==> config.mk <==
export PLATFORM = sky130hd
export DESIGN_NAME = cov_top
export DESIGN_NICKNAME = d
export VERILOG_FILES = /design/src/source/cov_pkg.sv /design/src/source/cov_decode.sv /design/src/source/cov_execute.sv /design/src/source/cov_result.sv /design/src/source/cov_top.sv
export VERILOG_INCLUDE_DIRS = /design/src /design/src/source
export SDC_FILE = /design/constraint.sdc
export NUM_CORES = 1
export LEC_CHECK = 0
export CAP_MARGIN = 20
export CORE_AREA = 2 2 247 249
export DETAILED_ROUTE_END_ITERATION = 7
export DIE_AREA = 0 0 249 251
export DONT_BUFFER_PORTS = 1
export MAX_ROUTING_LAYER = met4
export PLACE_DENSITY_LB_ADDON = 0.15
export SETUP_SLACK_MARGIN = 0.3
export SLEW_MARGIN = 20
export SYNTH_ARGS = -nofsm -noshare
export SYNTH_HDL_FRONTEND = slang
export SYNTH_SLANG_ARGS = --single-unit
export TNS_END_PERCENT = 50
==> constraint.sdc <==
create_clock -name clk -period 7.15 [get_ports clk]
set_clock_uncertainty 0.2 [all_clocks]
set_input_delay 0.715 -clock clk [delete_from_list [all_inputs] [get_ports clk]]
set_output_delay 0.715 -clock clk [all_outputs]
set_load 0.01 [all_outputs]
==> src/source/cov_config.svh <==
`ifndef COV_CONFIG_SVH
`define COV_CONFIG_SVH

////////////////////////////////////////////////////////////
// datapath widths
////////////////////////////////////////////////////////////

// x, y and mean samples, signed
`define COV_DATA_W 16
// dx*y product, dx carries one extra bit
`define COV_PROD_W (2*`COV_DATA_W+1)
// accumulator and quotient
`define COV_ACC_W 48
// sample count field of the result
`define COV_CNT_W 16

////////////////////////////////////////////////////////////
// defaults
////////////////////////////////////////////////////////////

// samples per covariance
`define COV_NUM_SAMPLES_DEF 8

`endif

==> src/source/cov_pkg.sv <==
`include "cov_config.svh"

package cov_pkg;

    ////////////////////////////////////////////////////////////
    // command stream
    ////////////////////////////////////////////////////////////

    typedef enum logic [1:0] {
        OP_CLEAR  = 2'd0,   // drop partial set
        OP_MEAN   = 2'd1,   // load x mean from x field
        OP_SAMPLE = 2'd2,   // one x/y pair
        OP_RSVD   = 2'd3    // flagged, otherwise ignored
    } cov_op_e;

    typedef struct packed {
        cov_op_e                        op;
        logic signed [`COV_DATA_W-1:0] x;   // raw x, or mean for OP_MEAN
        logic signed [`COV_DATA_W-1:0] y;   // already centred
    } cov_cmd_t;

    // decode to execute
    typedef struct packed {
        logic signed [`COV_DATA_W:0]   dx;      // x minus mean, one bit growth
        logic signed [`COV_DATA_W-1:0] y;
        logic                          clear;   // restart accumulation
    } cov_operand_t;

    ////////////////////////////////////////////////////////////
    // divider and result
    ////////////////////////////////////////////////////////////

    typedef enum logic [1:0] {
        DIV_IDLE = 2'd0,    // waiting for a sum
        DIV_RUN  = 2'd1,    // one quotient bit per cycle
        DIV_HOLD = 2'd2     // result held until taken
    } cov_div_state_e;

    typedef struct packed {
        logic signed [`COV_ACC_W-1:0] cov;     // truncated toward zero
        logic [`COV_CNT_W-1:0]        count;   // samples in the sum
    } cov_result_t;

endpackage

==> src/source/cov_decode.sv <==
`timescale 1ns/100ps
`include "cov_config.svh"

module cov_decode
    import cov_pkg::*;
(
    input  logic         clk,
    input  logic         arst_n,
    input  cov_cmd_t     in_cmd,
    input  logic         in_valid,
    output logic         in_ready,
    input  logic         busy,        // result dividing or holding
    output logic         op_valid,
    output cov_operand_t op_data,
    output logic         bad_cmd
);

    localparam int DATA_W = `COV_DATA_W;

    logic                     accept;    // word taken this edge
    logic signed [DATA_W-1:0] mean_x;    // current x mean
    logic signed [DATA_W:0]   x_ext;     // sign extended x
    logic signed [DATA_W:0]   mean_ext;  // sign extended mean
    logic signed [DATA_W:0]   dx_next;   // centred x

    assign in_ready = ~busy;                  // stall while result pending
    assign accept   = in_valid & in_ready;

    assign x_ext    = {in_cmd.x[DATA_W-1], in_cmd.x};
    assign mean_ext = {mean_x[DATA_W-1], mean_x};
    assign dx_next  = x_ext - mean_ext;       // no overflow with the extra bit

    ////////////////////////////////////////////////////////////
    // opcode decode and mean register
    ////////////////////////////////////////////////////////////

    always_ff @(posedge clk or negedge arst_n) begin
        if (!arst_n) begin
            mean_x   <= '0;
            op_valid <= 1'b0;
            bad_cmd  <= 1'b0;
        end else begin
            op_valid <= 1'b0;                 // single cycle pulses
            bad_cmd  <= 1'b0;
            if (accept) begin
                unique case (in_cmd.op)
                    OP_CLEAR:  op_valid <= 1'b1;        // travels down the pipe
                    OP_MEAN:   mean_x   <= in_cmd.x;    // no operand issued
                    OP_SAMPLE: op_valid <= 1'b1;
                    OP_RSVD:   bad_cmd  <= 1'b1;        // dropped
                    default:   bad_cmd  <= 1'b1;
                endcase
            end
        end
    end

    // operand payload, qualified by op_valid downstream
    always_ff @(posedge clk) begin
        if (accept) begin
            op_data.dx    <= dx_next;
            op_data.y     <= in_cmd.y;
            op_data.clear <= (in_cmd.op == OP_CLEAR);
        end
    end

endmodule

==> src/source/cov_execute.sv <==
`timescale 1ns/100ps
`include "cov_config.svh"

module cov_execute
    import cov_pkg::*;
#(
    parameter int NUM_SAMPLES = `COV_NUM_SAMPLES_DEF
) (
    input  logic                         clk,
    input  logic                         arst_n,
    input  logic                         op_valid,   // accepted every cycle
    input  cov_operand_t                 op_data,
    output logic                         sum_valid,
    output logic signed [`COV_ACC_W-1:0] sum,
    output logic [`COV_CNT_W-1:0]        count
);

    localparam int PROD_W = `COV_PROD_W;
    localparam int ACC_W  = `COV_ACC_W;
    localparam int CNT_W  = `COV_CNT_W;
    localparam logic [CNT_W-1:0] LAST = CNT_W'(NUM_SAMPLES - 1);   // index of final sample

    logic signed [PROD_W-1:0] prod;         // dx*y, stage 1
    logic                     prod_valid;
    logic                     prod_clear;   // clear rides along with stage 1
    logic signed [ACC_W-1:0]  acc;          // running sum, stage 2
    logic signed [ACC_W-1:0]  acc_next;
    logic [CNT_W-1:0]         cnt;          // samples already in acc
    logic                     last_add;     // closing sample of the set

    assign acc_next = acc + ACC_W'(prod);   // sign extended product
    assign last_add = prod_valid & ~prod_clear & (cnt == LAST);

    ////////////////////////////////////////////////////////////
    // stage 1, signed multiply
    ////////////////////////////////////////////////////////////

    always_ff @(posedge clk or negedge arst_n) begin
        if (!arst_n) begin
            prod_valid <= 1'b0;
        end else begin
            prod_valid <= op_valid;
        end
    end

    always_ff @(posedge clk) begin
        if (op_valid) begin
            prod       <= $signed(op_data.dx) * $signed(op_data.y);   // 17x16 into 33
            prod_clear <= op_data.clear;
        end
    end

    ////////////////////////////////////////////////////////////
    // stage 2, accumulate and count
    ////////////////////////////////////////////////////////////

    always_ff @(posedge clk or negedge arst_n) begin
        if (!arst_n) begin
            acc       <= '0;
            cnt       <= '0;
            sum_valid <= 1'b0;
        end else begin
            sum_valid <= last_add;             // pulse with the final add
            if (prod_valid) begin
                if (prod_clear || last_add) begin
                    acc <= '0;                 // next set starts fresh
                    cnt <= '0;
                end else begin
                    acc <= acc_next;
                    cnt <= cnt + 1'b1;
                end
            end
        end
    end

    // finished sum, read by result on sum_valid
    always_ff @(posedge clk) begin
        if (last_add) begin
            sum   <= acc_next;
            count <= cnt + 1'b1;               // equals NUM_SAMPLES
        end
    end

endmodule

==> src/source/cov_result.sv <==
`timescale 1ns/100ps
`include "cov_config.svh"

module cov_result
    import cov_pkg::*;
#(
    parameter int NUM_SAMPLES = `COV_NUM_SAMPLES_DEF
) (
    input  logic                         clk,
    input  logic                         arst_n,
    input  logic                         sum_valid,
    input  logic signed [`COV_ACC_W-1:0] sum,
    input  logic [`COV_CNT_W-1:0]        count,
    output logic                         busy,
    output cov_result_t                  out_res,
    output logic                         out_valid,
    input  logic                         out_ready
);

    localparam int ACC_W  = `COV_ACC_W;
    localparam int STEP_W = $clog2(ACC_W + 1);
    localparam logic [STEP_W-1:0] LAST_STEP = STEP_W'(ACC_W);        // sign fix cycle
    localparam logic [ACC_W-1:0]  DIVISOR   = ACC_W'(NUM_SAMPLES - 1);

    cov_div_state_e    state;
    logic [STEP_W-1:0] step;       // quotient bits done
    logic [ACC_W-1:0]  quo;        // dividend shifts out, quotient shifts in
    logic [ACC_W-1:0]  rem;        // partial remainder
    logic [ACC_W:0]    rem_sh;     // remainder with next dividend bit
    logic [ACC_W:0]    rem_diff;   // trial subtraction
    logic              neg;        // sign of the sum

    // rises with sum_valid so decode stalls at once
    assign busy     = sum_valid | (state != DIV_IDLE);
    assign rem_sh   = {rem, quo[ACC_W-1]};
    assign rem_diff = rem_sh - {1'b0, DIVISOR};   // msb set means borrow

    ////////////////////////////////////////////////////////////
    // divider FSM
    ////////////////////////////////////////////////////////////

    always_ff @(posedge clk or negedge arst_n) begin
        if (!arst_n) begin
            state     <= DIV_IDLE;
            step      <= '0;
            out_valid <= 1'b0;
        end else begin
            unique case (state)
                DIV_IDLE: begin
                    if (sum_valid) begin
                        state <= DIV_RUN;
                        step  <= '0;
                    end
                end
                DIV_RUN: begin
                    if (step == LAST_STEP) begin
                        state     <= DIV_HOLD;   // ACC_W+2 cycles after sum_valid
                        out_valid <= 1'b1;
                    end else begin
                        step <= step + 1'b1;
                    end
                end
                DIV_HOLD: begin
                    if (out_ready) begin
                        state     <= DIV_IDLE;   // consumer took it
                        out_valid <= 1'b0;
                    end
                end
                default: state <= DIV_IDLE;
            endcase
        end
    end

    ////////////////////////////////////////////////////////////
    // restoring division on the magnitude
    ////////////////////////////////////////////////////////////

    always_ff @(posedge clk) begin
        if (state == DIV_IDLE && sum_valid) begin
            quo           <= sum[ACC_W-1] ? $unsigned(-sum) : $unsigned(sum);
            rem           <= '0;
            neg           <= sum[ACC_W-1];
            out_res.count <= count;              // output idle here, safe to load
        end else if (state == DIV_RUN) begin
            if (step == LAST_STEP) begin
                // sign restored, truncates toward zero
                out_res.cov <= neg ? -$signed(quo) : $signed(quo);
            end else if (!rem_diff[ACC_W]) begin
                rem <= rem_diff[ACC_W-1:0];      // subtract fits
                quo <= {quo[ACC_W-2:0], 1'b1};
            end else begin
                rem <= rem_sh[ACC_W-1:0];        // restore
                quo <= {quo[ACC_W-2:0], 1'b0};
            end
        end
    end

endmodule

==> src/source/cov_top.sv <==
`timescale 1ns/100ps
`include "cov_config.svh"

module cov_top
    import cov_pkg::*;
#(
    parameter int NUM_SAMPLES = `COV_NUM_SAMPLES_DEF
) (
    input  logic        clk,
    input  logic        arst_n,
    input  cov_cmd_t    in_cmd,
    input  logic        in_valid,
    output logic        in_ready,
    output cov_result_t out_res,
    output logic        out_valid,
    input  logic        out_ready,
    output logic        bad_cmd     // reserved opcode seen
);

    logic                         op_valid;    // decode to execute
    cov_operand_t                 op_data;
    logic                         sum_valid;   // execute to result
    logic signed [`COV_ACC_W-1:0] sum;
    logic [`COV_CNT_W-1:0]        count;
    logic                         busy;        // result back to decode

    ////////////////////////////////////////////////////////////
    // decode, execute, result
    ////////////////////////////////////////////////////////////

    cov_decode i_decode (
        .clk      (clk),
        .arst_n   (arst_n),
        .in_cmd   (in_cmd),
        .in_valid (in_valid),
        .in_ready (in_ready),
        .busy     (busy),
        .op_valid (op_valid),
        .op_data  (op_data),
        .bad_cmd  (bad_cmd)
    );

    cov_execute #(.NUM_SAMPLES(NUM_SAMPLES)) i_execute (
        .clk       (clk),
        .arst_n    (arst_n),
        .op_valid  (op_valid),
        .op_data   (op_data),
        .sum_valid (sum_valid),
        .sum       (sum),
        .count     (count)
    );

    cov_result #(.NUM_SAMPLES(NUM_SAMPLES)) i_result (
        .clk       (clk),
        .arst_n    (arst_n),
        .sum_valid (sum_valid),
        .sum       (sum),
        .count     (count),
        .busy      (busy),
        .out_res   (out_res),
        .out_valid (out_valid),
        .out_ready (out_ready)
    );

endmodule

==> results.json <==
{
  "vias_per_cell": 5.348,
  "slew-limit-headroom": 0.3095,
  "ios": 105,
  "min_path_type": "in -> reg",
  "drtPass1Iterations": 5,
  "post-dp-hpwl_um": 48330,
  "rr_endpoint": "i_execute.prod[32]",
  "grt_pass1_vias": 21190,
  "finalHoldViolations": 0,
  "setup.worst_path.end_class": "register",
  "synth-async-reset-ratio": 0.2409,
  "die_h_um": 251,
  "clock_latency_ns": 0.58,
  "die-area_um2": 62500,
  "fillers": 5160,
  "pre_cts_slack_ns": -0.008404,
  "required_ns": 7.26,
  "clock-sinks": 386,
  "wirelength_um": 63440,
  "cts_inserted_buffers": 44,
  "syn_avg_cell_area_um2": 10.22,
  "fin_crit_sh": 0.9330,
  "post_drt_wl_per_cell_um": 16.78,
  "synth.distinct_cells": 74,
  "synth_seq_cells": 386,
  "yosysSeqAreaShare": 0.3595,
  "crit_type": "reg -> reg",
  "worstMarginPinSlew_ns": 1.034,
  "final_nets": 3431,
  "drc": 0,
  "setup_ws_ns": 0.4788,
  "antenna_found_initial": 1,
  "tns_ns": 0,
  "io_buffer_count": 0,
  "drtIter0Drc": 992,
  "cts.path.max_buffers": 3,
  "netlist_area_um2": 29610,
  "initial_utilization": 0.4953,
  "vias": 20220,
  "htreeDepth": 2,
  "tritoncts": "done",
  "synth_nets": 3367,
  "path_max_fanout": 5,
  "rsz0062_at_grt": "true",
  "worstRegToRegCells": 23,
  "instances_no_fill": 3781,
  "start_kind": "register",
  "cp.arrival_ns": 6.79,
  "grt_pass1_wl_um": 106500,
  "dp.cells": 3636,
  "holdPathStages": 1,
  "clk_pin_slew_ns": 0.06,
  "syn_inst": 2898,
  "r2r-start": "i_decode.op_data[7]",
  "chipWidth_um": 249,
  "core_um2": 59790,
  "timing.fmax_mhz": 149.9,
  "whs_ns": 0.08411,
  "root_buffer": "clkbuf_16",
  "rows": 90,
  "cp-endpoint": "i_execute.prod[32]",
  "grt_util_all_layers": 0.2124,
  "min_period_ns": 6.671,
  "gp_congestion": 0.8712,
  "synth_edf_count": 245,
  "status": "finished clean",
  "overflow": 0,
  "final_cell_mix": "inv_1 (390), nand2_1 (300), fa_1 (272), edfxtp_1 (245), o21ai_0 (186)",
  "synthToLayoutAreaGrowth_pct": 11.31,
  "drive_gt1_frac": 0.08906,
  "final-setup-viol-count": 0,
  "yosys_warnings": 0,
  "synth_ff_type": "edfxtp_1",
  "layout_commonest_cell": "inv_1",
  "final_antenna_net_count": 0,
  "grt_start_max_net_pins": 111,
  "maxSlewViolCount": 0,
  "critPathLaunch": "i_decode.op_data[7]",
  "r2r_setup_slack_ns": 0.48,
  "maxCapViolCount": 0
}
[worst max-delay path: stages, from the launching register on]
cell      delay, ns
edfxtp_1       0.48
buf_6          0.18
and2_1         0.16
fa_1           0.53
inv_1          0.05
fa_2           0.45
fa_1           0.52
inv_1          0.05
fa_1           0.50
fa_1           0.54
inv_1          0.05
fa_1           0.52
inv_1          0.04
ha_2           0.19
a21o_1         0.18
a21o_1         0.16
a21o_1         0.20
a211oi_4       0.28
a31oi_2        0.15
a221oi_2       0.33
nor2_2         0.09
a211o_1        0.32
a21oi_2        0.14
xnor2_1        0.08
[registers in the layout, summed over array words and instances, names as in the netlist]
signal / cells
i_result.out_res: 64
i_execute.acc: 48
i_execute.sum: 48
i_result.quo: 48
i_result.rem: 48
i_decode.op_data: 34
i_execute.prod: 33
i_decode.mean_x: 16
i_execute.cnt: 16
i_execute.count: 16
i_result.step: 6
i_result.state: 2
i_decode.bad_cmd: 1
i_decode.op_valid: 1
i_execute.prod_clear: 1
i_execute.prod_valid: 1
i_execute.sum_valid: 1
i_result.neg: 1
i_result.out_valid: 1
[logic make-up (layout without fill, tap and decap cells)]
logic type                 after synthesis  count (layout)  synth area share
AOI/OAI and AO/OA                      498             498            0.1077
xor gates and xnor gates               237             237           0.07009
adders and majority gates              431             431            0.2526
buffers and inverters                  509             609           0.06502
DFF                                    386             386            0.3595
muxes                                   20              20          0.007394
other                                    0               1                 0
and+or+nand+nor                        817             817            0.1377
[synthesized netlist by cell type, drive strengths merged, types with 7 or more instances]
library cell,instances,area [um^2]
dfrtp,93,2327
dfxtp,48,960.9
a21boi,7,52.55
nand3,65,325.3
a22o,51,446.7
xnor2,160,1401
nor3,34,170.2
nor4,24,150.1
a31oi,8,50.05
edfxtp,245,7357
nor2b,17,106.4
nand4,10,62.56
a21o,34,255.2
o21bai,13,97.59
a21oi,83,415.4
o21a,10,75.07
and3,19,118.9
and2,145,907.1
nand2,304,1141
clkbuf,99,371.6
inv,404,1516
ha,153,1914
o21ai,188,940.9
nand2b,18,112.6
xor2,77,674.4
or4,24,196.4
mux2,15,168.9
a211oi,10,75.07
or2,10,62.56
o41ai,11,103.9
o31ai,37,282.8
nor2,103,386.6
or3,26,183.9
fa,278,5565
[worst min path at each step]
stage                             start                    to  slack [ns]
floorplan           i_decode.op_data[0]  i_execute.prod_clear        0.20
global placement     i_execute.count[1]   i_result.out_res[1]        0.20
detailed placement  i_execute.count[11]  i_result.out_res[11]        0.20
CTS                          in_cmd[33]      i_decode.bad_cmd        0.05
global route                 in_cmd[27]   i_decode.mean_x[11]        0.05
finish                       in_cmd[33]      i_decode.bad_cmd        0.08
[stage by stage]
step	cell area, um^2	util
2_1_floorplan	29620	-
3_3_place_gp	30670	0.5130
3_5_place_dp	30670	0.5130
4_1_cts	32630	0.5456
5_1_grt	32960	0.5513
6_report	32960	0.5513
[final cells by class]
type	instances	area (um^2)	area share
well taps	782	978.4	0.02968
flip-flops and latches	386	10650	0.3229
inverters	405	1520	0.04612
repair buffers	122	1047	0.03177
diodes	1	2.502	0.00007592
clock inverters	23	251.5	0.007630
clock buffers	59	1250	0.03792
multi-input cells	2003	17270	0.5239
[per-layer routing]
metal | global-route usage | up-vias | routed length [um]
met2 | 0.3478 | 375 | 30160
met3 | 0.02899 | 95 | 2327
met1 | 0.2764 | 9908 | 29200
met5 | - | - | 0
met4 | 0.06494 | 0 | 1751
li1 | - | 9842 | -
[repair_timing]
| action | in CTS | in global routing |
|---|---|---|
| setup buffers | 26 | 16 |
| pin swaps | 2 | 53 |
| endpoints found under the setup margin | 4 | 9 |
| resized for setup | 10 | 62 |
| endpoints found under the hold margin | 111 | 0 |
| hold buffers | 20 | 0 |
Power is not shown: default switching activity piles up to over one toggle a cycle in this logic, so the estimate is an artifact.
